### src/hw/core_config.svh
`ifndef CORE_CONFIG_SVH
`define CORE_CONFIG_SVH

`define XLEN 64
`define NUM_REGS 32
`define PC_INIT 64'h0

// major opcodes of the supported subset
`define OP_OP 7'b0110011
`define OP_OP_IMM 7'b0010011
`define OP_LOAD 7'b0000011
`define OP_STORE 7'b0100011
`define OP_BRANCH 7'b1100011

`endif

### src/hw/stage_intf.sv
`default_nettype none
`include "core_config.svh"

interface regfile_intf;
	logic [4:0] ra1;
	logic [4:0] ra2;
	logic [`XLEN-1:0] rd1;
	logic [`XLEN-1:0] rd2;
	logic we;
	logic [4:0] wa;
	logic [`XLEN-1:0] wd;

	modport regfile (input ra1, ra2, we, wa, wd, output rd1, rd2);
	modport decode (output ra1, ra2, input rd1, rd2);
	modport writeback (output we, wa, wd);
endinterface


`default_nettype wire

### src/hw/regfile.sv
`default_nettype none
`include "core_config.svh"

module regfile (
	input logic clk,
	input logic reset,
	regfile_intf.regfile self
);
	// x0 has no storage
	logic [`XLEN-1:0] regs [1:`NUM_REGS-1];

	always_ff @(posedge clk) begin
		if (reset) begin
			for (int i = 1; i < `NUM_REGS; i++)
				regs[i] <= '0;
		end else if (self.we && self.wa != 5'd0) begin
			regs[self.wa] <= self.wd;
		end
	end

	// write-through so decode sees the value retiring this cycle
	always_comb begin
		if (self.ra1 == 5'd0)
			self.rd1 = '0;
		else if (self.we && self.wa == self.ra1)
			self.rd1 = self.wd;
		else
			self.rd1 = regs[self.ra1];
	end

	always_comb begin
		if (self.ra2 == 5'd0)
			self.rd2 = '0;
		else if (self.we && self.wa == self.ra2)
			self.rd2 = self.wd;
		else
			self.rd2 = regs[self.ra2];
	end
endmodule

`default_nettype wire

### src/flat_wrapper.sv
// flat-port wrapper written by rule: the top's interface ports become plain ports
module regfile_flat 
  (clk, reset, self_ra1, self_ra2, self_we, self_wa, self_wd, self_rd1, self_rd2);
  regfile_intf self_i ();
  input logic clk;
  input logic reset;
  input wire logic [$bits(self_i.ra1)-1:0] self_ra1;
  input wire logic [$bits(self_i.ra2)-1:0] self_ra2;
  input wire logic [$bits(self_i.we)-1:0] self_we;
  input wire logic [$bits(self_i.wa)-1:0] self_wa;
  input wire logic [$bits(self_i.wd)-1:0] self_wd;
  output wire logic [$bits(self_i.rd1)-1:0] self_rd1;
  output wire logic [$bits(self_i.rd2)-1:0] self_rd2;
  assign self_i.ra1 = self_ra1;
  assign self_i.ra2 = self_ra2;
  assign self_i.we = self_we;
  assign self_i.wa = self_wa;
  assign self_i.wd = self_wd;
  assign self_rd1 = self_i.rd1;
  assign self_rd2 = self_i.rd2;
  regfile u_core (.clk(clk), .reset(reset), .self(self_i));
endmodule
### config.mk
export PLATFORM = sky130hd
export DESIGN_NAME = regfile_flat
export DESIGN_NICKNAME = d
export VERILOG_FILES = /design/src/hw/stage_intf.sv /design/src/hw/regfile.sv /design/src/flat_wrapper.sv
export VERILOG_INCLUDE_DIRS = /design/src /design/src/hw
export SDC_FILE = /design/constraint.sdc
export NUM_CORES = 2
export LEC_CHECK = 0
export BUFFER_PORTS_ARGS = -buffer_cell sky130_fd_sc_hd__buf_2
export CAP_MARGIN = 0
export CORE_MARGIN = 2
export CORE_UTILIZATION = 30
export CTS_BUF_LIST = sky130_fd_sc_hd__clkbuf_4 sky130_fd_sc_hd__clkbuf_8 sky130_fd_sc_hd__clkbuf_16
export CTS_CLUSTER_DIAMETER = 60
export DETAILED_ROUTE_END_ITERATION = 12
export GPL_ROUTABILITY_DRIVEN = 0
export PLACE_DENSITY = 0.5
export SETUP_SLACK_MARGIN = 0.02
export SLEW_MARGIN = 20
export SYNTH_ARGS = -nofsm -noshare
export SYNTH_HDL_FRONTEND = slang
export SYNTH_SLANG_ARGS = --single-unit
### constraint.sdc
create_clock -name clk -period 6.2 [get_ports clk]
set_input_delay 1.24 -clock clk [delete_from_list [all_inputs] [get_ports clk]]
set_output_delay 1.24 -clock clk [all_outputs]
set_load 0.005 [all_outputs]
After elaboration in Yosys (flattened, before gate mapping):

Memory sizes are Yosys's and may differ from the RTL's.
Index checks and enable logic that the tools add are counted.
Widths: inputs -> output; s select.

* shifts and indexed selects: 0
* bitwise operators: 0
* div/mod/pow operators: 0
* equality and inequality tests: 2
* magnitude comparators: 0
* multiplexer cells: 12
* add/subtract/negate cells: 0
* multiply operators: 0
* reduce and logical (&&, ||, !) cells: 7

Operators by type and width (count)
* $mux 64: 5
* $reduce_or 64->1: 1
* $eq 5x5->1: 2
* $logic_not 5->1: 2
* $mux 1: 6
* $mux 5: 1
* $reduce_bool 5->1: 1
* $logic_and 1x1->1: 3

* bits of input ports: 82
* bits in read-only memories: 0
* output and inout bits: 128
* flip-flop bits (word level): 0
* latch bits: 0
* memory bits (writable): 1984
* memories: 1

Memories
* u_core.regs: words 31, bits a word 64, read ports 2, clocked after memory_dff 0, wr ports 31, line regfile.sv:10 `` logic [`XLEN-1:0] regs [1:`NUM_REGS-1]; ``

Depth between registers and ports, before layout:

* depth after elaboration: 7
* gate-level depth with buffers: 9
* gate-level depth less buffers: 5

Worst setup path before layout:

Ideal clock, no wire load.

* path type: in2out
* from: input self_ra2[0]
* to: output self_rd2[44]
* data required time: 4960 ps
* path slack: 2050 ps
* arrival: 2910 ps
* stages on the path: 8
* buffers on the path: 4
* cells stage by stage: buf_2 > buf_6 > buf_6 > buf_2 > mux4_2 > a22oi_1 > nand2_1 > a22o_1

* word-level cells in the longest chain between the ends: 4

Ends and longest elaborated chain
* start, declared: line flat_wrapper.sv:8 `input wire logic [$bits(self_i.ra2)-1:0] self_ra2;`
* branches (longest 3 deep; another with $mem_v2 31x64)
* $mux 64 *: line regfile.sv:32 `if (self.ra2 == 5'd0)`
* end, declared: line flat_wrapper.sv:13 `output wire logic [$bits(self_i.rd2)-1:0] self_rd2;`

Mark *: on every way between the ends.

Final worst setup path:

* from: input self_ra1[2]
* to: output self_rd1[25]

* word-level cells in the longest chain between the ends: 4

Ends and longest elaborated chain
* start, declared: line flat_wrapper.sv:7 `input wire logic [$bits(self_i.ra1)-1:0] self_ra1;`
* branches (longest 3 deep; another with $mem_v2 31x64)
* $mux 64 *: line regfile.sv:23 `if (self.ra1 == 5'd0)`
* end, declared: line flat_wrapper.sv:12 `output wire logic [$bits(self_i.rd1)-1:0] self_rd1;`

Marked as above.

==> results_tabular.tex <==
\begin{tabular}{lr}
\hline
Metric & Value \\
\hline
\multicolumn{2}{l}{\textbf{Outcome}} \\
Run status & complete, no violations \\
\multicolumn{2}{l}{\textbf{Clock network}} \\
CTS tree & done \\
CTS root buffer & sky130\_fd\_sc\_hd\_\_clkbuf\_16 \\
Post-CTS Resized & 0 \\
Total clock buffers created by CTS & 224 \\
Clock transition at the registers of the reported paths & 0.06 ns \\
Hold buffers post-CTS & 0 \\
Clock Sink Count & 2048 \\
Post-CTS setup buffer count & 0 \\
Max Buffers Root-to-Sink & 4 \\
CTS H-tree lvls & 4 \\
\multicolumn{2}{l}{\textbf{Timing}} \\
Post-Route Setup TNS & 0 ns \\
Number of max-slew violations in the final report & 0 \\
Fraction of the cycle the final worst path needs & 0.890 \\
Endpoints failing setup & 0 \\
Setup repair after global routing missed its margin & false \\
Worst slew slack as a fraction of its limit & 0.173 \\
Transition time at the pin with the least slew margin & 1.24 ns \\
Post-layout min period & 5.52 ns \\
Fmax achieved & 181 MHz \\
Hold violation count in the final report & 0 \\
\multicolumn{2}{l}{\textbf{Routing}} \\
Antenna-violating nets left & 0 \\
Total via count in the routed design & 70400 \\
Detailed Route WL & 459000 um \\
Met3 wire length & 44300 um \\
Wire length per cell after detailed routing & 38.5 um \\
Met2 WL & 217000 um \\
Via/cell ratio & 5.90 \\
DRT met1 WL & 172000 um \\
Uppermost routed layer & met5 \\
Initial DRC count & 11000 \\
DRC & 0 \\
Detailed Routing Iterations Pass 1 & 5 \\
\multicolumn{2}{l}{\textbf{Floorplan}} \\
Die area & 0.366 sq mm \\
I/O pin cnt & 210 \\
Num rows & 220 \\
Floorplan core area & 0.359 sq mm \\
Die X-Extent & 605 um \\
Starting density of the core & 0.301 \\
Die Y & 605 um \\
\multicolumn{2}{l}{\textbf{Cells and area}} \\
Final \#Nets & 7044 \\
Synthesis-to-finish area growth & 13.5\% \\
Reg with most FFs & u\_core.regs \\
Number of fill cells in the layout & 34200 \\
Layout cell share with drive strength beyond 1 & 0.267 \\
Largest regs & u\_core.regs: 2048 flops \\
Flip-flop count of the largest register, all copies and words added & 2048 \\
\multicolumn{2}{l}{\textbf{Global route}} \\
Global-route total usage across every layer & 0.247 \\
Wire length of the first global-routing pass & 619000 um \\
Initial antenna violation count & 82 \\
Pin count of the biggest net entering global routing & 126 \\
Overflow left after global routing & 0 \\
Number of global-route vias before repair & 70700 \\
\multicolumn{2}{l}{\textbf{Hold path}} \\
Hold Path Origin & self\_wd[5] \\
Number of cells on the worst hold path & 2 \\
Endpoint with the worst hold slack & u\_core.regs[14][5]\$\_SDFFCE\_PN0P\_ \\
HP Class & input port to flop \\
\multicolumn{2}{l}{\textbf{Synth}} \\
Proportion of register bits with asynchronous set or reset after synthesis & 0 \\
Sequential area share after synthesis & 0.568 \\
Mean instance size in the synthesized netlist & 15.5 sq um \\
Number of distinct library cells after synthesis & 49 \\
Flip-flop and latch count after synthesis & 2048 \\
Warnings from Yosys & 0 \\
Cell area after synthesis & 0.108 sq mm \\
Top FF cell, synth & sky130\_fd\_sc\_hd\_\_edfxtp\_1 \\
Number of standard cells after synthesis & 6995 \\
Post-synth EDFFs & 2048 \\
\multicolumn{2}{l}{\textbf{Worst setup path}} \\
Element type at the critical path start & input port \\
Critical path data required time & 4.96 ns \\
Critical path fanouts, max & 41 \\
Worst setup EP type & primary output \\
Startpoint-to-endpoint class of the critical path & input port to primary output \\
Data arrival time of the critical path & 4.28 ns \\
\multicolumn{2}{l}{\textbf{Job}} \\
Count of maximum capacitance violations & 0 \\
\multicolumn{2}{l}{\textbf{Power}} \\
Largest vdd supply drop & 241 uV \\
Ratio of total power to cell area & 277 mW/mm\^{}2 \\
Lkg Pwr & 41.6 nW \\
Post-layout total power & 34.1 mW \\
\multicolumn{2}{l}{\textbf{Placed design}} \\
Dpl hpwl & 253000 um \\
Number of buffers added on ports & 209 \\
\hline
\end{tabular}
## cells in the final DEF (no fill, tap or decap), types with 7 or more instances in the layout
cell and instances:
sky130_fd_sc_hd__nor2_4 35, sky130_fd_sc_hd__a22o_1 129, sky130_fd_sc_hd__o22ai_1 167, sky130_fd_sc_hd__a22oi_1 163, sky130_fd_sc_hd__nand2_1 47, sky130_fd_sc_hd__mux2i_1 242, sky130_fd_sc_hd__bufinv_16 13, sky130_fd_sc_hd__and2_1 1987
sky130_fd_sc_hd__conb_1 64, sky130_fd_sc_hd__o221ai_1 17, sky130_fd_sc_hd__edfxtp_1 2048, sky130_fd_sc_hd__clkbuf_4 46, sky130_fd_sc_hd__nor3_1 54, sky130_fd_sc_hd__mux4_2 993, sky130_fd_sc_hd__nand3_1 47, sky130_fd_sc_hd__o21ai_0 7
sky130_fd_sc_hd__or2_4 31, sky130_fd_sc_hd__buf_2 202, sky130_fd_sc_hd__clkinv_2 34, sky130_fd_sc_hd__buf_4 180, sky130_fd_sc_hd__diode_2 33, sky130_fd_sc_hd__nor2_1 19, sky130_fd_sc_hd__a21oi_1 52, sky130_fd_sc_hd__xnor2_1 10
sky130_fd_sc_hd__clkbuf_16 230, sky130_fd_sc_hd__clkinv_1 64, sky130_fd_sc_hd__a211oi_1 68, sky130_fd_sc_hd__buf_12 88
## power by group
group          leakage [nW]  switching, mW  internal (mW)
clock network          3.50           5.84           7.46
logic                  18.6           2.65           1.74
registers              19.5          0.372           16.0
## how the worst max path moves through the flow
stage               slack, ns           end        start  cells past startpoint
floorplan                2.05  self_rd2[44]  self_ra2[0]                      8
global placement         0.78  self_rd1[25]  self_ra1[2]                      8
detailed placement       0.81  self_rd1[25]  self_ra1[2]                      8
CTS                      0.79  self_rd1[25]  self_ra1[2]                      8
global route             0.78  self_rd1[35]  self_ra1[2]                      9
finish                   0.68  self_rd1[25]  self_ra1[2]                      8
## per-stage QoR
stage / utilization / hold slack [ns] / std cells / setup WS [ns] / area [sq um]
2_1_floorplan: - / 1.34 / 7058 / 2.05 / 108000
3_3_place_gp: 0.322 / 1.70 / 11500 / 0.776 / 116000
3_5_place_dp: 0.322 / 1.68 / 11500 / 0.806 / 116000
4_1_cts: 0.342 / 0.744 / 11900 / 0.791 / 123000
5_1_grt: 0.342 / 0.776 / 11900 / 0.775 / 123000
6_report: 0.342 / 0.792 / 11900 / 0.679 / 123000
## cells by family after synthesis
logic type | count (synthesis) | synth area share
XOR/XNOR | 10 | 0.000809
flip-flops | 2048 | 0.568
AO/OA/AOI/OAI | 625 | 0.0420
other | 1 | 0.0000347
multiplexers | 1238 | 0.229
buffers and inverters | 801 | 0.0316
AND/OR/NAND/NOR | 2272 | 0.128
## metal layers
metal  global-route usage  vias up
li1                     -    27100
met3               0.0476     1026
met1                0.314    37700
met4                0.120       22
met2                0.403     4597
met5                    0        -
## layout make-up
class                           count  area (sq um)  area share
Multi-Input combinational cell   4209         44000       0.358
Clock buffer                      276          6100      0.0497
Clock inverter                    121           900     0.00732
Timing Repair Buffer              478          4250      0.0346
Sequential cell                  2048         61500       0.501
Inverter                            1          3.75   0.0000306
Tap cell                         4773          5970      0.0486
Antenna cell                       33          82.6    0.000672
## critical path: stages
cell	delay, ns
sky130_fd_sc_hd__buf_8	0.34
sky130_fd_sc_hd__or3_4	0.41
sky130_fd_sc_hd__buf_4	0.63
sky130_fd_sc_hd__nor3_1	0.20
sky130_fd_sc_hd__buf_4	0.24
sky130_fd_sc_hd__o311ai_1	0.59
sky130_fd_sc_hd__buf_4	0.29
sky130_fd_sc_hd__buf_2	0.14
## cells in the mapped netlist, types with 8 or more instances
| master | number | area share |
|---|---|---|
| sky130_fd_sc_hd__nand2_1 | 51 | 0.0018 |
| sky130_fd_sc_hd__or2_2 | 32 | 0.0018 |
| sky130_fd_sc_hd__clkbuf_1 | 557 | 0.019 |
| sky130_fd_sc_hd__buf_4 | 29 | 0.0020 |
| sky130_fd_sc_hd__nand3_1 | 48 | 0.0022 |
| sky130_fd_sc_hd__mux4_2 | 993 | 0.21 |
| sky130_fd_sc_hd__o22ai_1 | 167 | 0.0097 |
| sky130_fd_sc_hd__a22oi_1 | 163 | 0.011 |
| sky130_fd_sc_hd__a22o_1 | 129 | 0.010 |
| sky130_fd_sc_hd__nor3_1 | 54 | 0.0025 |
| sky130_fd_sc_hd__a21oi_1 | 52 | 0.0024 |
| sky130_fd_sc_hd__buf_6 | 11 | 0.0011 |
| sky130_fd_sc_hd__nor2_1 | 56 | 0.0019 |
| sky130_fd_sc_hd__and2_1 | 1989 | 0.11 |
| sky130_fd_sc_hd__edfxtp_1 | 2048 | 0.57 |
| sky130_fd_sc_hd__mux2i_1 | 242 | 0.022 |
| sky130_fd_sc_hd__buf_1 | 27 | 0.00094 |
| sky130_fd_sc_hd__o221ai_1 | 17 | 0.0014 |
| sky130_fd_sc_hd__buf_2 | 176 | 0.0081 |
| sky130_fd_sc_hd__xnor2_1 | 10 | 0.00081 |
| sky130_fd_sc_hd__nor2b_1 | 8 | 0.00046 |
| sky130_fd_sc_hd__a211oi_1 | 69 | 0.0048 |
Power figures use the tool's default switching activity.
