File: src/hw/core_config.svh
`ifndef CORE_CONFIG_SVH
`define CORE_CONFIG_SVH

`define XLEN 64
`define NUM_REGS 32
`define PC_INIT 64'h0

// major opcodes of the supported subset
`define OP_OP 7'b0110011
`define OP_OP_IMM 7'b0010011
`define OP_LOAD 7'b0000011
`define OP_STORE 7'b0100011
`define OP_BRANCH 7'b1100011

`endif

File: src/hw/core_pkg.sv
`default_nettype none
`include "core_config.svh"

package core_pkg;

	typedef struct packed {
		logic [6:0] funct7;
		logic [4:0] rs2;
		logic [4:0] rs1;
		logic [2:0] funct3;
		logic [4:0] rd;
		logic [6:0] opcode;
	} r_fmt_t;

	typedef struct packed {
		logic [11:0] imm;
		logic [4:0] rs1;
		logic [2:0] funct3;
		logic [4:0] rd;
		logic [6:0] opcode;
	} i_fmt_t;

	typedef struct packed {
		logic [6:0] imm_hi;
		logic [4:0] rs2;
		logic [4:0] rs1;
		logic [2:0] funct3;
		logic [4:0] imm_lo;
		logic [6:0] opcode;
	} s_fmt_t;

	// branch offset bits are scattered over the word
	typedef struct packed {
		logic imm12;
		logic [5:0] imm10_5;
		logic [4:0] rs2;
		logic [4:0] rs1;
		logic [2:0] funct3;
		logic [3:0] imm4_1;
		logic imm11;
		logic [6:0] opcode;
	} b_fmt_t;

	typedef union packed {
		r_fmt_t r_fmt;
		i_fmt_t i_fmt;
		s_fmt_t s_fmt;
		b_fmt_t b_fmt;
	} instr_t;

	typedef enum logic [2:0] {
		ALU_ADD,
		ALU_SUB,
		ALU_AND,
		ALU_OR,
		ALU_XOR
	} alu_op_t;

	typedef enum logic [1:0] {
		FWD_REG,
		FWD_MEM,
		FWD_WB
	} fwd_sel_t;

	typedef struct packed {
		logic [`XLEN-1:0] pc;
		logic [4:0] rs1;
		logic [4:0] rs2;
		logic [4:0] rd;
		logic [`XLEN-1:0] rs1_val;
		logic [`XLEN-1:0] rs2_val;
		logic [`XLEN-1:0] imm;
		alu_op_t alu_op;
		logic use_imm;
		logic is_load;
		logic is_store;
		logic is_branch;
		logic writes_rd;
	} decoded_t;

	typedef struct packed {
		logic [`XLEN-1:0] pc;
		logic [4:0] rd;
		logic [`XLEN-1:0] result;
		logic [`XLEN-1:0] store_data;
		logic is_load;
		logic is_store;
		logic writes_rd;
	} exec_t;

	typedef struct packed {
		logic [`XLEN-1:0] pc;
		logic [4:0] rd;
		logic [`XLEN-1:0] value;
		logic writes_rd;
	} wb_t;

endpackage

`default_nettype wire

File: src/hw/stage_intf.sv
`default_nettype none
`include "core_config.svh"


interface hazard_intf;
	import core_pkg::*;

	logic [4:0] rs1_d;
	logic [4:0] rs2_d;
	logic [4:0] rs1_e;
	logic [4:0] rs2_e;
	logic [4:0] rd_e;
	logic is_load_e;
	logic branch_taken;
	logic [`XLEN-1:0] branch_target;
	logic [4:0] rd_m;
	logic writes_m;
	logic is_load_m;
	logic [4:0] rd_w;
	logic writes_w;
	logic mem_wait;
	logic stall_f;
	logic stall_d;
	logic stall_e;
	logic flush_d;
	logic flush_e;
	fwd_sel_t fwd_a;
	fwd_sel_t fwd_b;

	modport hazard (
		input rs1_d, rs2_d, rs1_e, rs2_e, rd_e, is_load_e, branch_taken,
		input rd_m, writes_m, is_load_m, rd_w, writes_w, mem_wait,
		output stall_f, stall_d, stall_e, flush_d, flush_e, fwd_a, fwd_b
	);
	modport decode (output rs1_d, rs2_d, input stall_d, stall_e, flush_d, flush_e);
	modport execute (
		output rs1_e, rs2_e, rd_e, is_load_e, branch_taken, branch_target,
		input fwd_a, fwd_b, mem_wait
	);
	modport core (
		output rd_m, writes_m, is_load_m, rd_w, writes_w, mem_wait,
		input stall_f, branch_taken, branch_target
	);
endinterface

`default_nettype wire

File: src/hw/hazard.sv
`default_nettype none

module hazard (
	hazard_intf.hazard self
);
	import core_pkg::*;

	logic m_ok;
	logic load_use;

	function automatic fwd_sel_t fwd_for(
		input logic [4:0] rs,
		input logic [4:0] rd_m,
		input logic m_hit,
		input logic [4:0] rd_w,
		input logic w_hit
	);
		if (rs == 5'd0)
			return FWD_REG;
		// the younger result wins
		if (m_hit && rd_m == rs)
			return FWD_MEM;
		if (w_hit && rd_w == rs)
			return FWD_WB;
		return FWD_REG;
	endfunction

	// load data only exists once dack arrives
	assign m_ok = self.writes_m && (!self.is_load_m || !self.mem_wait);

	always_comb begin
		self.fwd_a = fwd_for(self.rs1_e, self.rd_m, m_ok, self.rd_w, self.writes_w);
		self.fwd_b = fwd_for(self.rs2_e, self.rd_m, m_ok, self.rd_w, self.writes_w);
	end

	assign load_use = self.is_load_e && self.rd_e != 5'd0 &&
		(self.rd_e == self.rs1_d || self.rd_e == self.rs2_d);

	assign self.stall_f = load_use || self.mem_wait;
	assign self.stall_d = load_use || self.mem_wait;
	assign self.stall_e = self.mem_wait;
	// a branch held by the memory stage flushes once it moves
	assign self.flush_d = self.branch_taken && !self.mem_wait;
	assign self.flush_e = (self.branch_taken || load_use) && !self.mem_wait;
endmodule

`default_nettype wire

File: src/flat_wrapper.sv
// flat-port wrapper written by rule: the top's interface ports become plain ports
module hazard_flat import core_pkg::*;
  (self_rs1_d, self_rs2_d, self_rs1_e, self_rs2_e, self_rd_e, self_is_load_e, self_branch_taken, self_rd_m, self_writes_m, self_is_load_m, self_rd_w, self_writes_w, self_mem_wait, self_stall_f, self_stall_d, self_stall_e, self_flush_d, self_flush_e, self_fwd_a, self_fwd_b);
  hazard_intf self_i ();
  input wire logic [$bits(self_i.rs1_d)-1:0] self_rs1_d;
  input wire logic [$bits(self_i.rs2_d)-1:0] self_rs2_d;
  input wire logic [$bits(self_i.rs1_e)-1:0] self_rs1_e;
  input wire logic [$bits(self_i.rs2_e)-1:0] self_rs2_e;
  input wire logic [$bits(self_i.rd_e)-1:0] self_rd_e;
  input wire logic [$bits(self_i.is_load_e)-1:0] self_is_load_e;
  input wire logic [$bits(self_i.branch_taken)-1:0] self_branch_taken;
  input wire logic [$bits(self_i.rd_m)-1:0] self_rd_m;
  input wire logic [$bits(self_i.writes_m)-1:0] self_writes_m;
  input wire logic [$bits(self_i.is_load_m)-1:0] self_is_load_m;
  input wire logic [$bits(self_i.rd_w)-1:0] self_rd_w;
  input wire logic [$bits(self_i.writes_w)-1:0] self_writes_w;
  input wire logic [$bits(self_i.mem_wait)-1:0] self_mem_wait;
  output wire logic [$bits(self_i.stall_f)-1:0] self_stall_f;
  output wire logic [$bits(self_i.stall_d)-1:0] self_stall_d;
  output wire logic [$bits(self_i.stall_e)-1:0] self_stall_e;
  output wire logic [$bits(self_i.flush_d)-1:0] self_flush_d;
  output wire logic [$bits(self_i.flush_e)-1:0] self_flush_e;
  output wire logic [$bits(self_i.fwd_a)-1:0] self_fwd_a;
  output wire logic [$bits(self_i.fwd_b)-1:0] self_fwd_b;
  assign self_i.rs1_d = self_rs1_d;
  assign self_i.rs2_d = self_rs2_d;
  assign self_i.rs1_e = self_rs1_e;
  assign self_i.rs2_e = self_rs2_e;
  assign self_i.rd_e = self_rd_e;
  assign self_i.is_load_e = self_is_load_e;
  assign self_i.branch_taken = self_branch_taken;
  assign self_i.rd_m = self_rd_m;
  assign self_i.writes_m = self_writes_m;
  assign self_i.is_load_m = self_is_load_m;
  assign self_i.rd_w = self_rd_w;
  assign self_i.writes_w = self_writes_w;
  assign self_i.mem_wait = self_mem_wait;
  assign self_stall_f = self_i.stall_f;
  assign self_stall_d = self_i.stall_d;
  assign self_stall_e = self_i.stall_e;
  assign self_flush_d = self_i.flush_d;
  assign self_flush_e = self_i.flush_e;
  assign self_fwd_a = self_i.fwd_a;
  assign self_fwd_b = self_i.fwd_b;
  hazard u_core (.self(self_i));
endmodule
File: config.mk
export PLATFORM = sky130hd
export DESIGN_NAME = hazard_flat
export DESIGN_NICKNAME = d
export VERILOG_FILES = /design/src/hw/core_pkg.sv /design/src/hw/stage_intf.sv /design/src/hw/hazard.sv /design/src/flat_wrapper.sv
export VERILOG_INCLUDE_DIRS = /design/src /design/src/hw
export SDC_FILE = /design/constraint.sdc
export NUM_CORES = 1
export LEC_CHECK = 0
export ABC_CLOCK_PERIOD_IN_PS = 1300
export BUFFER_PORTS_ARGS = -buffer_cell sky130_fd_sc_hd__buf_4
export CAP_MARGIN = 20
export CORE_AREA = 2 2 39 41
export DETAILED_ROUTE_END_ITERATION = 16
export DIE_AREA = 0 0 41 43
export PLACE_DENSITY = 0.84
export SYNTH_ARGS = -nofsm -noshare
export SYNTH_HDL_FRONTEND = slang
export SYNTH_SLANG_ARGS = --single-unit
File: constraint.sdc
create_clock -name vclk -period 1.3
set_clock_uncertainty 0.1 [all_clocks]
set_input_delay 0.065 -clock vclk [all_inputs]
set_output_delay 0.065 -clock vclk [all_outputs]
set_load 0.05 [all_outputs]
==> results.md, run 1 <==
Run status:
- The flow did not finish.
- The last stage reached is 5_1_grt.
- The first error in the log reads "[ERROR DPL-0033] detailed placement checks failed during check placement".

Synthesis:
- The number of nets produced by synthesis is 101.
- The cell area after technology mapping is 459 um2.
- The portion of the post-synthesis area used by sequential elements is 0.
- By area, the combinational part of the netlist is dominated by XOR/XNOR gates.
- The biggest area contributor in the post-synthesis netlist is xnor2_1.
- The number of instances in the synthesized netlist is 60.
- Of the total synthesized cell area, the portion taken by AND, OR, NAND and NOR gates is 0.319.
- The proportion of synthesized area in mux cells is 0.
- Averaged over all synthesized cells, the footprint is 7.65 um2.
- Of the total synthesized cell area, the portion taken by full adders, half adders and majority gates is 0.
- Of the total synthesized cell area, the portion taken by XOR and XNOR cells is 0.572.
- The share of synthesized area in the top cell type comes to 0.286.
- The synthesized-area fraction occupied by ao, oa, aoi and oai cells was 0.0763.
- In the post-synthesis netlist, the biggest area contributors are xnor2_1 29%, xor2_1 29%, or4_1 6.5%.
- The unique cell type count in the Yosys netlist is 18.
- For this run, the number of Yosys warnings is 0.

Placement:
- In this run the tool buffered the top-level ports with 50 buffer cells.
- The detailed-placement wirelength estimate is 1.58 mm.
- The placer's final routability congestion estimate is 0.796.

Floorplanning:
- In this run the count of I/O pins placed on the die edge is 50.
- The width of the die is 41 um.
- Row generation in the floorplan step produced 14 rows.
- For this configuration, the core starts out at a cell density of 0.332.
- The height of the die is 43 um.

Timing:
- The category of the worst endpoint is a primary output.
- The worst endpoint after global-route timing repair is self_flush_e.

Global route:
- The largest net degree at the start of global routing is 5.
- The initial antenna violation count is 0.

Clock tree:
- The cts-stage hold buffer count is 0.
==> synth_stat cells <==
cell      count
nor2b_1       1
nor4_1        2
xor2_1       15
nor4b_4       1
nand4_1       3
nor3_1        3
buf_4         2
o21ai_1       1
nor2_1        4
nor2_2        1
or4_1         4
xnor2_1      15
a22oi_1       1
a21boi_1      1
nand2_1       2
or2_1         1
nand3_1       1
o21bai_1      2
==> what timing repair did <==
| item | CTS |
|---|---|
| pin swaps | 13 |
| setup buffers | 3 |
| setup endpoints to repair | 7 |
| resized for setup | 32 |
| hold endpoints to repair | 0 |
==> kinds of logic after synthesis <==
kind of cell | after synthesis
compound gates | 5
buf+inv | 2
simple gates | 23
xor+xnor | 30
==> through the flow <==
step / cells / worst slack (ns) / hold slack (ns) / cell area [um2]
after CTS: 146 / -0.0820 / 0.424 / 1200
after global placement: 143 / -0.156 / 0.413 / 1040
after floorplan: 60 / 0.00505 / 0.127 / 522
after detailed placement: 143 / -0.158 / 0.416 / 1040
==> inputs of run 2 (changes only) <==
- CORE_AREA: 2 2 39 41 -> 2 2 63 65
- DIE_AREA: 0 0 41 43 -> 0 0 65 67
- PLACE_DENSITY: 0.84 -> default
- PLACE_DENSITY_LB_ADDON: default -> 0.15
==> results.md, run 2 <==
Run status:
- The run finished, with violations left.
- The checks that failed: negative setup slack.

Timing:
- The smallest setup slack after layout is -0.0400 ns.
- In the finished design, the share of the clock period the worst path needs comes to 1.03.
- The final hold violation count is 0.
- Final hold analysis gives a worst-case slack of 0.411 ns.
- For the pin with the worst max-slew slack, the measured transition is 0.255 ns.
- The worst pin sits at a relative slew slack of 0.830.
- Setup repair after global routing could not meet its margin everywhere.
- The total of endpoints with negative setup slack in the final report is 4.
- Derived from the worst setup path, the maximum achievable clock frequency is 746 MHz.
- The number of max-slew violations in the final report was 0.
- The shortest clock period the worst path allows after layout is 1.34 ns.

Power:
- For this design the static power due to leakage is 0.571 nW.
- Power spread over the standard cell area amounts to 335 nW/um2.
- IR analysis of the VDD net gives a maximum drop of 0.109 mV.

Drt:
- For this run, design rule violations remaining after detail routing come to 0.
- The average vias per placed instance is 3.94.
- The final layout contains routed wiring with a total length of 1.93 mm.
- The starting DRC count in detailed routing is 4.
- The total vias in the final route is 693.
- The first TritonRoute pass finished after 2 iterations.
- In this run the remaining antenna-violating nets after routing total 0.
- The mean routed wirelength per cell is 11.0 um.

Finish:
- The flip-flop and latch count is 0.
- The top cell types in the final layout, fill and taps aside, are 46 x buf_4, 23 x buf_6, 13 x xor2_1.
- The most common library cell in the layout ignoring fill and taps is buf_4.
- 0 antenna diodes ended up in the layout.
- The final net count is 171.
- The area growth from synthesis to layout is 180%.
- The fraction of layout instances using a drive strength above 1 is 0.734.
- The layout clock buffer count is 0.
- Leaving out filler cells and counting taps, the final layout contains 176.
- The count of filler cells inserted in the layout is 392.
- The fraction of the core area covered by cells at the end of the flow is 0.357.
- The sequential cell area is 0 um2.

Floorplanning:
- The top-level port count is 50 (unchanged).
- The width of the die came to 65 um (+59%).
- The initial core utilization was 0.127 (-0.204).
- The floorplan step defined a die boundary enclosing 4360 um2.
- The height of the die is 67 um (+56%).
- After floorplanning, the core was sized to cover 3610 um2.
- The row count is 22 (+8).

Synthesis:
- The yosys synthesis warning count is 0 (unchanged).
- The unique cell type count in the Yosys netlist was 18 (unchanged).
- The commonest cells after synthesis are 15 x xnor2_1, 15 x xor2_1, 4 x nor2_1, 4 x or4_1.
- The biggest area contributor in the post-synthesis netlist is xnor2_1.
- The number of nets produced by synthesis was 101 (unchanged).
- The number of instances in the synthesized netlist is 60 (unchanged).
- The post-synthesis area per instance is 7.65 um2 (unchanged).
- The cell area after technology mapping came to 459 um2 (unchanged).
- Ranked by total cell area, the synthesized netlist is headed by xnor2_1 29%, xor2_1 29%, or4_1 6.5%.
- The fraction of synthesized cell area taken by the top area cell type is 0.286 (unchanged).
- The portion of the post-synthesis area used by sequential elements was 0 (unchanged).

Global route:
- After global routing the overflow that remains totals 0.
- The initial antenna violation count is 0.
- Entering global routing, the biggest net connects 5 pins.
- The wire length of the first global-routing pass is 3.06 mm.
- The number of global-route vias before repair is 726.
- The global-route usage over all layers is 0.0870.

Worst hold path:
- The tightest min-delay check is of the primary input to primary output type.
- Counting instances, the worst hold path has a depth of 3.

Setup path:
- The critical path in this run is classified as primary input to primary output.
- The element type at the critical path start is a primary input.
- The data arrival time of the worst path is 1.18 ns.
- The highest fanout seen on the critical path is 2.
- The worst setup path is captured at a primary output.
- The worst path required time is 1.13 ns.

Placement:
- The count of input and output buffers came to 50 (unchanged).
- The detailed-placement wirelength estimate is 1.75 mm (+11%).
- The count of placed standard cells including taps is 174 (+22%).
- The placer's final routability congestion estimate is 0.780 (-2.0%).

Flow run:
- The number of max-cap violations is 0.
[run 2: critical path, cell delays in order]
cell and delay, ns:
buf_6 0.10, xor2_1 0.15, or4_4 0.56, nor4b_4 0.15, buf_6 0.15
[run 2: cells by family after synthesis]
family	Yosys count	synth area share
simple gates	23	0.319
buf+inv	2	0.0327
compound gates	5	0.0763
xor+xnor	30	0.572
[run 2: path summary, 6_finish.rpt]
kind	from	endpoint	slack (ns)
worst max-delay path	self_rd_m[1]	self_fwd_a[1]	-0.04
worst min-delay path	self_mem_wait	self_stall_e	0.41
[run 2: through the flow]
step	power [mW]	setup WS (ns)	setup TNS [ns]	cell area, um2
after floorplan	0.164	0.00505	0	522
after global routing	0.463	-0.0770	-0.337	1290
after CTS	0.412	-0.0804	-0.307	1220
after detailed placement	0.365	-0.208	-0.895	1070
final	0.431	-0.0400	-0.142	1290
after global placement	0.363	-0.202	-0.895	1070
[run 2: what timing repair did]
item	CTS	global route
setup endpoints to repair	7	7
pin swaps	12	12
gates resized for setup	30	12
buffers inserted	2	0
hold buffers	0	0
[run 2: area by class of cell]
type                            count  area [um2]  share of cell area
Tap cell                           48        60.1              0.0467
Timing Repair Buffer               70         619               0.482
Multi-Input combinational cell     58         607               0.472
[run 2: layer usage]
metal	wire (um)	track usage
met1	696	0.0931
met2	1040	0.186
met3	194	0.0135
met4	0	0
met5	0	0
[run 2: power breakdown]
| group | switching, mW | internal, mW | total (mW) |
|---|---|---|---|
| combinational | 0.185 | 0.246 | 0.431 |
| sequential | 0 | 0 | 0 |
| clock | 0 | 0 | 0 |
| total | 0.185 | 0.246 | 0.431 |
(Power assumes the default switching activity.)
