==> src/hw/core_config.svh <==
`ifndef CORE_CONFIG_SVH
`define CORE_CONFIG_SVH

`define XLEN 64
`define NUM_REGS 32
`define PC_INIT 64'h0

// major opcodes of the supported subset
`define OP_OP 7'b0110011
`define OP_OP_IMM 7'b0010011
`define OP_LOAD 7'b0000011
`define OP_STORE 7'b0100011
`define OP_BRANCH 7'b1100011

`endif

==> src/hw/core_pkg.sv <==
`default_nettype none
`include "core_config.svh"

package core_pkg;

	typedef struct packed {
		logic [6:0] funct7;
		logic [4:0] rs2;
		logic [4:0] rs1;
		logic [2:0] funct3;
		logic [4:0] rd;
		logic [6:0] opcode;
	} r_fmt_t;

	typedef struct packed {
		logic [11:0] imm;
		logic [4:0] rs1;
		logic [2:0] funct3;
		logic [4:0] rd;
		logic [6:0] opcode;
	} i_fmt_t;

	typedef struct packed {
		logic [6:0] imm_hi;
		logic [4:0] rs2;
		logic [4:0] rs1;
		logic [2:0] funct3;
		logic [4:0] imm_lo;
		logic [6:0] opcode;
	} s_fmt_t;

	// branch offset bits are scattered over the word
	typedef struct packed {
		logic imm12;
		logic [5:0] imm10_5;
		logic [4:0] rs2;
		logic [4:0] rs1;
		logic [2:0] funct3;
		logic [3:0] imm4_1;
		logic imm11;
		logic [6:0] opcode;
	} b_fmt_t;

	typedef union packed {
		r_fmt_t r_fmt;
		i_fmt_t i_fmt;
		s_fmt_t s_fmt;
		b_fmt_t b_fmt;
	} instr_t;

	typedef enum logic [2:0] {
		ALU_ADD,
		ALU_SUB,
		ALU_AND,
		ALU_OR,
		ALU_XOR
	} alu_op_t;

	typedef enum logic [1:0] {
		FWD_REG,
		FWD_MEM,
		FWD_WB
	} fwd_sel_t;

	typedef struct packed {
		logic [`XLEN-1:0] pc;
		logic [4:0] rs1;
		logic [4:0] rs2;
		logic [4:0] rd;
		logic [`XLEN-1:0] rs1_val;
		logic [`XLEN-1:0] rs2_val;
		logic [`XLEN-1:0] imm;
		alu_op_t alu_op;
		logic use_imm;
		logic is_load;
		logic is_store;
		logic is_branch;
		logic writes_rd;
	} decoded_t;

	typedef struct packed {
		logic [`XLEN-1:0] pc;
		logic [4:0] rd;
		logic [`XLEN-1:0] result;
		logic [`XLEN-1:0] store_data;
		logic is_load;
		logic is_store;
		logic writes_rd;
	} exec_t;

	typedef struct packed {
		logic [`XLEN-1:0] pc;
		logic [4:0] rd;
		logic [`XLEN-1:0] value;
		logic writes_rd;
	} wb_t;

endpackage

`default_nettype wire

==> src/hw/stage_intf.sv <==
`default_nettype none
`include "core_config.svh"

interface regfile_intf;
	logic [4:0] ra1;
	logic [4:0] ra2;
	logic [`XLEN-1:0] rd1;
	logic [`XLEN-1:0] rd2;
	logic we;
	logic [4:0] wa;
	logic [`XLEN-1:0] wd;

	modport regfile (input ra1, ra2, we, wa, wd, output rd1, rd2);
	modport decode (output ra1, ra2, input rd1, rd2);
	modport writeback (output we, wa, wd);
endinterface

interface hazard_intf;
	import core_pkg::*;

	logic [4:0] rs1_d;
	logic [4:0] rs2_d;
	logic [4:0] rs1_e;
	logic [4:0] rs2_e;
	logic [4:0] rd_e;
	logic is_load_e;
	logic branch_taken;
	logic [`XLEN-1:0] branch_target;
	logic [4:0] rd_m;
	logic writes_m;
	logic is_load_m;
	logic [4:0] rd_w;
	logic writes_w;
	logic mem_wait;
	logic stall_f;
	logic stall_d;
	logic stall_e;
	logic flush_d;
	logic flush_e;
	fwd_sel_t fwd_a;
	fwd_sel_t fwd_b;

	modport hazard (
		input rs1_d, rs2_d, rs1_e, rs2_e, rd_e, is_load_e, branch_taken,
		input rd_m, writes_m, is_load_m, rd_w, writes_w, mem_wait,
		output stall_f, stall_d, stall_e, flush_d, flush_e, fwd_a, fwd_b
	);
	modport decode (output rs1_d, rs2_d, input stall_d, stall_e, flush_d, flush_e);
	modport execute (
		output rs1_e, rs2_e, rd_e, is_load_e, branch_taken, branch_target,
		input fwd_a, fwd_b, mem_wait
	);
	modport core (
		output rd_m, writes_m, is_load_m, rd_w, writes_w, mem_wait,
		input stall_f, branch_taken, branch_target
	);
endinterface

`default_nettype wire

==> src/hw/decode.sv <==
`default_nettype none
`include "core_config.svh"

module decode (
	input logic clk,
	input logic reset,
	input logic [`XLEN-1:0] pc,
	input core_pkg::instr_t instr,
	regfile_intf.decode regfile,
	hazard_intf.decode hazard,
	output core_pkg::decoded_t out_e
);
	import core_pkg::*;

	logic [`XLEN-1:0] pc_d;
	instr_t instr_d;
	decoded_t ctrl;
	decoded_t dec;

	// an all-zero word decodes to a bubble
	always_ff @(posedge clk) begin
		if (reset)
			instr_d <= '0;
		else if (hazard.flush_d)
			instr_d <= '0;
		else if (!hazard.stall_d)
			instr_d <= instr;
	end

	always_ff @(posedge clk) begin
		if (!hazard.stall_d)
			pc_d <= pc;
	end

	always_comb begin
		ctrl = '0;
		ctrl.pc = pc_d;
		ctrl.alu_op = ALU_ADD;
		case (instr_d.r_fmt.opcode)
			`OP_OP: begin
				ctrl.rs1 = instr_d.r_fmt.rs1;
				ctrl.rs2 = instr_d.r_fmt.rs2;
				ctrl.rd = instr_d.r_fmt.rd;
				ctrl.writes_rd = 1'b1;
				case (instr_d.r_fmt.funct3)
					3'b000: ctrl.alu_op = instr_d.r_fmt.funct7[5] ? ALU_SUB : ALU_ADD;
					3'b100: ctrl.alu_op = ALU_XOR;
					3'b110: ctrl.alu_op = ALU_OR;
					3'b111: ctrl.alu_op = ALU_AND;
					default: ctrl.writes_rd = 1'b0;
				endcase
			end
			`OP_OP_IMM: begin
				ctrl.rs1 = instr_d.i_fmt.rs1;
				ctrl.rd = instr_d.i_fmt.rd;
				ctrl.imm = {{(`XLEN-12){instr_d.i_fmt.imm[11]}}, instr_d.i_fmt.imm};
				ctrl.use_imm = 1'b1;
				// addi only
				ctrl.writes_rd = (instr_d.i_fmt.funct3 == 3'b000);
			end
			`OP_LOAD: begin
				ctrl.rs1 = instr_d.i_fmt.rs1;
				ctrl.rd = instr_d.i_fmt.rd;
				ctrl.imm = {{(`XLEN-12){instr_d.i_fmt.imm[11]}}, instr_d.i_fmt.imm};
				ctrl.use_imm = 1'b1;
				ctrl.is_load = (instr_d.i_fmt.funct3 == 3'b011);
				ctrl.writes_rd = ctrl.is_load;
			end
			`OP_STORE: begin
				ctrl.rs1 = instr_d.s_fmt.rs1;
				ctrl.rs2 = instr_d.s_fmt.rs2;
				ctrl.imm = {{(`XLEN-12){instr_d.s_fmt.imm_hi[6]}},
					instr_d.s_fmt.imm_hi, instr_d.s_fmt.imm_lo};
				ctrl.use_imm = 1'b1;
				ctrl.is_store = (instr_d.s_fmt.funct3 == 3'b011);
			end
			`OP_BRANCH: begin
				ctrl.rs1 = instr_d.b_fmt.rs1;
				ctrl.rs2 = instr_d.b_fmt.rs2;
				ctrl.imm = {{(`XLEN-13){instr_d.b_fmt.imm12}}, instr_d.b_fmt.imm12,
					instr_d.b_fmt.imm11, instr_d.b_fmt.imm10_5, instr_d.b_fmt.imm4_1, 1'b0};
				ctrl.is_branch = (instr_d.b_fmt.funct3 == 3'b000);
			end
			default: ;
		endcase
		// writes to x0 are dropped here, so they never retire or forward
		if (ctrl.rd == 5'd0)
			ctrl.writes_rd = 1'b0;
	end

	assign regfile.ra1 = ctrl.rs1;
	assign regfile.ra2 = ctrl.rs2;
	assign hazard.rs1_d = ctrl.rs1;
	assign hazard.rs2_d = ctrl.rs2;

	always_comb begin
		dec = ctrl;
		dec.rs1_val = regfile.rd1;
		dec.rs2_val = regfile.rd2;
	end

	always_ff @(posedge clk) begin
		if (reset)
			out_e <= '0;
		else if (!hazard.stall_e) begin
			if (hazard.flush_e)
				out_e <= '0;
			else
				out_e <= dec;
		end
	end
endmodule

`default_nettype wire

==> src/flat_wrapper.sv <==
// flat-port wrapper written by rule: the top's interface ports become plain ports
module decode_flat import core_pkg::*;
  (clk, reset, pc, instr, out_e, regfile_ra1, regfile_ra2, regfile_rd1, regfile_rd2, hazard_rs1_d, hazard_rs2_d, hazard_stall_d, hazard_stall_e, hazard_flush_d, hazard_flush_e);
  regfile_intf regfile_i ();
  hazard_intf hazard_i ();
  input logic clk;
  input logic reset;
  input logic [`XLEN-1:0] pc;
  input core_pkg::instr_t instr;
  output core_pkg::decoded_t out_e;
  output wire logic [$bits(regfile_i.ra1)-1:0] regfile_ra1;
  output wire logic [$bits(regfile_i.ra2)-1:0] regfile_ra2;
  input wire logic [$bits(regfile_i.rd1)-1:0] regfile_rd1;
  input wire logic [$bits(regfile_i.rd2)-1:0] regfile_rd2;
  output wire logic [$bits(hazard_i.rs1_d)-1:0] hazard_rs1_d;
  output wire logic [$bits(hazard_i.rs2_d)-1:0] hazard_rs2_d;
  input wire logic [$bits(hazard_i.stall_d)-1:0] hazard_stall_d;
  input wire logic [$bits(hazard_i.stall_e)-1:0] hazard_stall_e;
  input wire logic [$bits(hazard_i.flush_d)-1:0] hazard_flush_d;
  input wire logic [$bits(hazard_i.flush_e)-1:0] hazard_flush_e;
  assign regfile_ra1 = regfile_i.ra1;
  assign regfile_ra2 = regfile_i.ra2;
  assign regfile_i.rd1 = regfile_rd1;
  assign regfile_i.rd2 = regfile_rd2;
  assign hazard_rs1_d = hazard_i.rs1_d;
  assign hazard_rs2_d = hazard_i.rs2_d;
  assign hazard_i.stall_d = hazard_stall_d;
  assign hazard_i.stall_e = hazard_stall_e;
  assign hazard_i.flush_d = hazard_flush_d;
  assign hazard_i.flush_e = hazard_flush_e;
  decode u_core (.clk(clk), .reset(reset), .pc(pc), .instr(instr), .regfile(regfile_i), .hazard(hazard_i), .out_e(out_e));
endmodule
==> config.mk <==
export PLATFORM = sky130hd
export DESIGN_NAME = decode_flat
export DESIGN_NICKNAME = d
export VERILOG_FILES = /design/src/hw/core_pkg.sv /design/src/hw/stage_intf.sv /design/src/hw/decode.sv /design/src/flat_wrapper.sv
export VERILOG_INCLUDE_DIRS = /design/src /design/src/hw
export SDC_FILE = /design/constraint.sdc
export NUM_CORES = 1
export LEC_CHECK = 0
export BUFFER_PORTS_ARGS = -buffer_cell sky130_fd_sc_hd__buf_4
export CAP_MARGIN = 20
export CORE_AREA = 5 5 200 202
export DETAILED_ROUTE_END_ITERATION = 7
export DIE_AREA = 0 0 205 207
export GPL_TIMING_DRIVEN = 0
export PLACE_DENSITY = 0.57
export SLEW_MARGIN = 20
export SYNTH_ARGS = -nofsm -noshare
export SYNTH_HDL_FRONTEND = slang
export SYNTH_SLANG_ARGS = --single-unit
==> constraint.sdc <==
create_clock -name clk -period 2.57 [get_ports clk]
set_input_delay 0 -clock clk [delete_from_list [all_inputs] [get_ports clk]]
set_output_delay 0 -clock clk [all_outputs]
set_load 0.01 [all_outputs]
# Word-level counts from Yosys, hierarchy flattened
# Cells that the tools add are included.
[op_classes]
n_reduce_logical = 9
n_eq_ne = 9
mux = 15
[ops]
columns = ["cell", "count"]
rows = [
  ["2-to-1 mux 279 bit", 1],
  ["case mux 64 bit (3 select lines)", 1],
  ["2-to-1 mux 5 bit", 3],
  ["equality test 7 x 6 -> 1 bit, second input constant", 2],
  ["case mux 3 bit (4 select lines)", 1],
  ["equality test 3 bit, second input constant", 3],
  ["OR reduction 3 bit", 3],
  ["equality test 7 x 2 -> 1 bit, second input constant", 1],
  ["equality test 7 x 5 -> 1 bit, second input constant", 1],
  ["equality test 7 bit, second input constant", 1],
  ["2-to-1 mux 1 bit", 7],
  ["zero test 5 bit", 1],
  ["OR reduction 5 bit", 1],
  ["OR reduction 2 bit", 2],
  ["OR reduction 4 bit", 1],
  ["equality test 3 x 2 -> 1 bit, second input constant", 1],
  ["zero test 3 bit", 1],
  ["2-to-1 mux 3 bit", 1],
  ["case mux 1 bit (3 select lines)", 1],
]
[totals]
reg_bits = 375
out_inout_bits = 299
inputBits = 230

# Depth between registers and ports, before layout
# Gate-level depths: netlist of the first run.
[logic_depth]
ltp_word = 6
ltp_mapped = 6
ltp_nobuf = 4

# Worst setup path before layout of the first run
# OpenSTA, ideal clock, no wires.
[synth_path]
path_type = "input port to flip-flop"
start = "input hazard_stall_d"
end = "register u_core.pc_d[0] (enable)"
required_ns = 2.152
path_stages = 3
arrival_ns = 1.649
setup_slack_ns = 0.503
setup_time_ns = 0.418
path_buffers = 2
path_cell_list = "clkbuf_1 > buf_2 > inv_1"
[synth_rtl]
columns = ["element", "line_no", "source"]
rows = [
  ["start: declaration", "flat_wrapper.sv:17", "input wire logic [$bits(hazard_i.stall_d)-1:0] hazard_stall_d;"],
  ["end signal: assignment", "decode.sv:32", "pc_d <= pc;"],
  ["end: declaration", "decode.sv:15", "logic [`XLEN-1:0] pc_d;"],
]
# No word-level cell between the ends.

==> results of run 1 <==
state kept, by name (all words and copies together) (netlist names):
| name | flops |
|---|---|
| u_core.out_e | 228 |
| u_core.instr_d | 32 |
| u_core.pc_d | 64 |
cells by family after synthesis:
logic type | Yosys count
flip-flops | 324
AND/OR/NAND/NOR | 303
AO/OA/AOI/OAI | 239
buffers and inverters | 157
multiplexers | 32
placed cells by master, fill, tap and decap left out, types with 2 or more instances in the layout:
cell,n
and2_1,10
a22o_1,9
edfxtp_1,64
nor2b_1,8
o21ai_0,2
buf_2,16
nor2_1,256
nor3_1,4
a22oi_1,215
clkbuf_8,8
dfxtp_1,259
mux2i_1,32
inv_6,3
clkinv_2,6
diode_2,2
dlygate4sd3_1,230
a21oi_1,8
nand2b_1,3
nand2_1,11
buf_1,2
clkinv_1,2
buf_4,596
clkbuf_1,72
bufinv_16,2
a32o_1,3
clkbuf_16,37
nand4_1,3
critical path: stages, from the launching register on:
cell	delay, ns
dfxtp_1	0.33
clkbuf_1	0.52
a21oi_1	0.33
and2_1	0.28
buf_4	0.13
buf_4	0.13
worst max-delay path by stage:
stage               depth (start not counted)         startpoint  slack (ns)                 to
floorplan                                   3     hazard_stall_d        0.50     u_core.pc_d[0]
global placement                            3     hazard_stall_d       -0.44    u_core.pc_d[23]
detailed placement                          4              reset        0.53  u_core.out_e[144]
CTS                                         6  u_core.instr_d[5]        0.35    hazard_rs1_d[3]
global route                                6  u_core.instr_d[5]        0.20    hazard_rs1_d[3]
finish                                      5  u_core.instr_d[6]        0.34    hazard_rs1_d[3]
report_power, final:
part,total [mW],switching [mW],internal (mW)
Sequential,5.52,0.109,5.41
Combinational,1.36,0.612,0.753
Clock,5.17,2.09,3.08
Total,12.1,2.81,9.25
synth_stat cells (2+ instances only):
library cell and instances:
dfxtp_1 260, a32o_1 3, and2_1 10, edfxtp_1 64, buf_2 16, nor3_1 4, a22oi_1 215, nor2b_1 8
o21ai_0 2, clkbuf_1 67, nand4_1 3, a22o_1 9, nand2_1 11, buf_4 71, a21oi_1 8, mux2i_1 32
nor2_1 256, nand2b_1 3, buf_1 2
area by class of cell:
type / instances / area (um2) / area share
Antenna cell: 2 / 5.005 / 0.0002564
Sequential cell: 324 / 7128 / 0.3652
Clock buffer: 50 / 1055 / 0.05405
Inverter: 1 / 6.256 / 0.0003206
Timing Repair Buffer: 756 / 6271 / 0.3213
Clock inverter: 15 / 140.1 / 0.007180
Tap cell: 518 / 648.1 / 0.03321
Buffer: 156 / 872.1 / 0.04469
Multi-Input combinational cell: 574 / 3391 / 0.1737
per-layer routing:
metal | wire length [um] | global-route usage
met1 | 17340 | 0.2263
met2 | 22290 | 0.3559
met3 | 3595 | 0.06099
met4 | 1190 | 0.06122
met5 | 0 | 0
through the flow:
step	instance area [um2]	setup TNS, ns	instances	hold WS [ns]	worst slack, ns
after floorplan	11390	0	1055	0.09887	0.5032
after global placement	15980	-27.92	2098	0.1779	-0.4403
after detailed placement	16010	0	2099	0.1794	0.5266
after CTS	19510	0	2394	0.1155	0.3484
after global routing	19510	0	2395	0.1683	0.2002
final	19520	0	2396	0.1358	0.3397
==> flow_metrics.py, run 1 <==
metrics = {
    "die": {
        "fp.dieH_um": 207,
        "start_util": 0.2990,
        "rows": 72,
        "die_w_um": 205,
        "die_area_um2": 42440,
        "ios": 529,
        "core_area_um2": 38110,
    },
    "worst_setup_path": {
        "worst-setup-path-type": "flip-flop to output port",
        "r2r_slack_ns": 0.82,
        "worstPathRequired_ns": 2.57,
        "crit_path_end_kind": "output port",
        "path_max_fanout": 10,
        "r2r-start": "u_core.instr_d[31]",
        "worstRegToRegCells": 4,
        "arrival_ns": 2.23,
        "crit_path_start_kind": "flip-flop",
        "rr_endpoint": "u_core.instr_d[31]",
    },
    "pwr": {
        "total_leakage_power_nw": 8.666,
        "vdd_ir_drop_max_v": 0.0005425,
        "finalPower_mw": 12.06,
        "power_density_nw_per_um2": 617.8,
    },
    "yosys": {
        "synth-seq-area-share": 0.6255,
        "synth_xor_area_frac": 0,
        "synthTopCellsByArea": "dfxtp_1 (46%), edfxtp_1 (17%), a22oi_1 (14%)",
        "synthesis.nets": 1285,
        "synth_edf_count": 64,
        "synthFlopType": "dfxtp_1",
        "synthArstFlopShare": 0,
        "synth_top_area_frac": 0.4568,
        "synth-compound-area-share": 0.1574,
        "synth-simple-area-share": 0.1121,
        "synth.distinct_cells": 30,
        "synth_area_per_cell_um2": 10.80,
        "ys_ff_latch": 324,
        "synth_adder_area_share": 0,
        "synth_top_family_by_area": "compound AO/OA/AOI/OAI gates",
        "muxShareOfSynthArea": 0.02811,
        "syn-cell-area_um2": 11390,
        "ys_warn_count": 0,
        "netlist_instances": 1055,
        "post-synth-top-area-cell": "dfxtp_1",
    },
    "hold_path": {
        "hold_path.startpoint": "reset",
        "hp-class": "input port to flip-flop",
        "min_to": "u_core.out_e[0]",
        "hold_depth": 3,
    },
    "timing": {
        "finalClockSkew_ns": 0.01772,
        "rsz0062_at_grt": "no",
        "min_period_over_period": 0.8678,
        "slew_viol_final": 0,
        "fmaxAchievable_mhz": 448.4,
        "tightestPinTransition_ns": 0.8615,
        "relSlewSlack": 0.4257,
        "final.min_clock_period_ns": 2.230,
        "finalHoldViolCount": 0,
        "setup_viol": 0,
    },
    "global_routing": {
        "globalRoute.totalOverflow": 0,
        "antenna_found_initial": 2,
        "grt_max_degree": 54,
        "grt_pass1_vias": 11540,
        "grt_pass1_wl_um": 66870,
        "grt.total_usage": 0.1990,
    },
    "cells_and_area": {
        "fin_nets": 2080,
        "fill_cells": 3413,
        "fin_util": 0.5121,
        "area_growth_syn_to_layout_pct": 71.29,
        "drive_above_1_share": 0.3619,
    },
    "clock_tree": {
        "cts.path.max_buffers": 3,
        "post-cts-setup-buffers": 0,
        "cts_htree_levels": 2,
        "cts_tree": "built",
        "clock_latency_ns": 0.52,
        "cts_buffers": 37,
        "hold_buffers": 230,
        "cts_resized": 0,
        "clkSinkCount": 324,
        "cts_root_buf": "clkbuf_16",
        "clk_pin_slew_ns": 0.06,
    },
    "drt": {
        "routed_wl_um": 44420,
        "vias": 10880,
        "wire_per_inst_um": 18.54,
        "drt-initial-drc-count": 544,
        "firstDrtPassIters": 5,
        "ant_nets": 0,
        "drcViolationCount": 0,
        "avgViaCountPerCell": 4.542,
    },
    "placement": {
        "port_buffers": 525,
        "routabilityCongestion": 0.8165,
        "hpwl_um": 32030,
    },
    "flow_run": {
        "max_cap_viol_count": 0,
    },
    "run_status": {
        "status": "completed",
    },
}
No activity file was read; power rests on OpenSTA's default activity.
==> inputs of run 2 (changes only) <==
--- a/config.mk
+++ b/config.mk
@@ -6,7 +6,7 @@
 export SDC_FILE = /design/constraint.sdc
 export NUM_CORES = 1
 export LEC_CHECK = 0
-export BUFFER_PORTS_ARGS = -buffer_cell sky130_fd_sc_hd__buf_4
+export BUFFER_PORTS_ARGS = -buffer_cell sky130_fd_sc_hd__buf_2
 export CAP_MARGIN = 20
 export CORE_AREA = 5 5 200 202
 export DETAILED_ROUTE_END_ITERATION = 7
==> run 2 against run 1 <==
Against the previous run:
- power decreased by 0.19%
- register-to-register slack improved by 0.03 ns
- sequential cell count unchanged
- largest cell class is now flip-flops and latches
- sequential share of layout area increased by 2.6 points
- combinational power decreased by 12%
- highest routed layer unchanged
- cell area decreased by 6.6%
- cell count unchanged
- die area unchanged
- first-iteration DRC count decreased by 7.9%
- non-clock buffer count unchanged
==> flow_metrics.py, run 2 (synthesis gave the netlist of run 1 again) <==
metrics = {
    "drt": {
        "wire_per_inst_um": 18.24,
        "vias": 10950,
        "route.met3.wl_um": 3585,
        "drt-initial-drc-count": 501,
        "firstDrtPassIters": 5,
        "met1Wirelength_um": 16990,
        "wl_met2_um": 21690,
        "routed_wl_um": 43700,
        "avgViaCountPerCell": 4.572,
        "ant_nets": 0,
        "top_layer": "met4",
        "drcViolationCount": 0,
    },
    "worst_setup_path": {
        "crit_path_end_kind": "output port",
        "path_max_fanout": 10,
        "worstPathRequired_ns": 2.57,
        "worst-setup-path-type": "flip-flop to output port",
        "critPathMaxStageDelay_ns": 0.40,
        "crit_path_start_kind": "flip-flop",
        "cp_slowest_cell": "a21oi_1",
        "arrival_ns": 2.18,
        "crit_chain": "clkbuf_1, nand2b_1, a21oi_1, and2_1, buf_4, buf_2",
    },
    "cells_and_area": {
        "regMostFlops": "u_core.out_e",
        "fill_cells": 3510,
        "reg_top3": "u_core.out_e: 228 flops, u_core.pc_d: 64 flops, u_core.instr_d: 32 flops",
        "layout_commonest_cell": "buf_2",
        "fin_nets": 2079,
        "drive_above_1_share": 0.3619,
        "final_cell_mix": "buf_2 (541), dfxtp_1 (259), nor2_1 (256)",
        "largest_reg_flops": 228,
        "area_growth_syn_to_layout_pct": 60.00,
    },
    "placement": {
        "port_buffers": 525,
        "hpwl_um": 30870,
        "routabilityCongestion": 0.8049,
        "dpl_worst_slack_ns": 0.4072,
    },
    "timing": {
        "tightestPinTransition_ns": 0.8475,
        "setup_viol": 0,
        "finalClockSkew_ns": 0.008439,
        "fmaxAchievable_mhz": 459.3,
        "rsz0062_at_grt": "no",
        "hold_slack_ns": 0.1552,
        "slew_viol_final": 0,
        "final.min_clock_period_ns": 2.177,
        "fin_ws_ns": 0.3927,
        "finalHoldViolCount": 0,
        "min_period_over_period": 0.8472,
        "relSlewSlack": 0.4350,
        "tns_ns": 0,
    },
    "die": {
        "fp.dieH_um": 207,
        "start_util": 0.2990,
        "core_area_um2": 38110,
        "die_w_um": 205,
        "die_area_um2": 42440,
        "rows": 72,
        "ios": 529,
    },
    "clock_tree": {
        "cts_tree": "built",
        "clkSinkCount": 324,
        "cts_htree_levels": 2,
        "clock_latency_ns": 0.54,
        "cts.path.max_buffers": 3,
        "post-cts-setup-buffers": 0,
        "cts_root_buf": "clkbuf_16",
        "cts_buffers": 36,
        "clk_pin_slew_ns": 0.06,
    },
    "pwr": {
        "vdd_ir_drop_max_v": 0.0005719,
        "total_leakage_power_nw": 8.484,
        "power_density_nw_per_um2": 660.2,
    },
    "run_status": {
        "status": "completed",
    },
    "global_routing": {
        "grt_pass1_vias": 11430,
        "grt_max_degree": 54,
        "globalRoute.totalOverflow": 0,
        "antenna_found_initial": 2,
        "grt.total_usage": 0.1956,
        "grt_pass1_wl_um": 65350,
    },
    "flow_run": {
        "max_cap_viol_count": 0,
    },
    "hold_path": {
        "hp-class": "input port to flip-flop",
    },
}
==> run 2: changes by cell type in the layout (fill, tap and decap cells not counted), sizes merged <==
cell	delta
clkinv	-5
inv	-1
clkbuf	+4
clkinvlp	+2
==> run 2: path summary, 6_finish.rpt <==
| kind | start | endpoint | slack (ns) | depth (start not counted) |
|---|---|---|---|---|
| worst max register to register | u_core.instr_d[31] | u_core.instr_d[31] | 0.85 | 4 |
| worst max-delay path | u_core.instr_d[5] | hazard_rs1_d[3] | 0.39 | 6 |
| worst min register to register | u_core.out_e[5] | u_core.out_e[5] | 0.46 | 2 |
| worst min-delay path | hazard_stall_d | u_core.instr_d[9] | 0.16 | 4 |
==> run 2: repair_timing <==
item | CTS | global route
hold endpoints to repair | 225 | 0
gates resized for setup | 0 | 0
hold buffers | 230 | 0
==> run 2: stage by stage <==
step / power, mW / cell area (um2) / std cells / util
after floorplan: 6.037 / 11390 / 1055 / -
after global placement: 6.515 / 14670 / 2098 / 0.3849
after detailed placement: 6.533 / 14690 / 2099 / 0.3856
after CTS: 12.15 / 18230 / 2394 / 0.4783
after global routing: 12.51 / 18230 / 2396 / 0.4784
final: 12.03 / 18230 / 2396 / 0.4784
==> run 2: layout make-up <==
| cell class | instances | area, um2 | area share |
|---|---|---|---|
| multi-input cells | 574 | 3391 | 0.1860 |
| well taps | 518 | 648.1 | 0.03555 |
| inverters | 1 | 6.256 | 0.0003432 |
| diodes | 2 | 5.005 | 0.0002745 |
| clock buffers | 54 | 1111 | 0.06095 |
| repair buffers | 756 | 4950 | 0.2715 |
| plain buffers | 156 | 872.1 | 0.04784 |
| clock inverters | 11 | 118.9 | 0.006520 |
| flip-flops and latches | 324 | 7128 | 0.3910 |
==> run 2: critical path: cells and delay by family, from the launching register on <==
kind                   cells  cell delay, ns
DFF                        1            0.30
buffers and inverters      3            0.58
and+or+nand+nor            2            0.36
AOI/OAI and AO/OA          1            0.40
==> run 2: per-layer routing <==
metal  up-vias  global-route usage
li1       5253                   -
met2       459              0.3426
met1      5142              0.2198
met5         -                   0
met3       100             0.06381
met4         0             0.07531
==> run 2: where the power goes <==
part	switching, mW	internal [mW]	total [mW]
sequential	0.104	5.41	5.51
clock	2.12	3.20	5.32
combinational	0.603	0.597	1.20
total	2.83	9.21	12.0
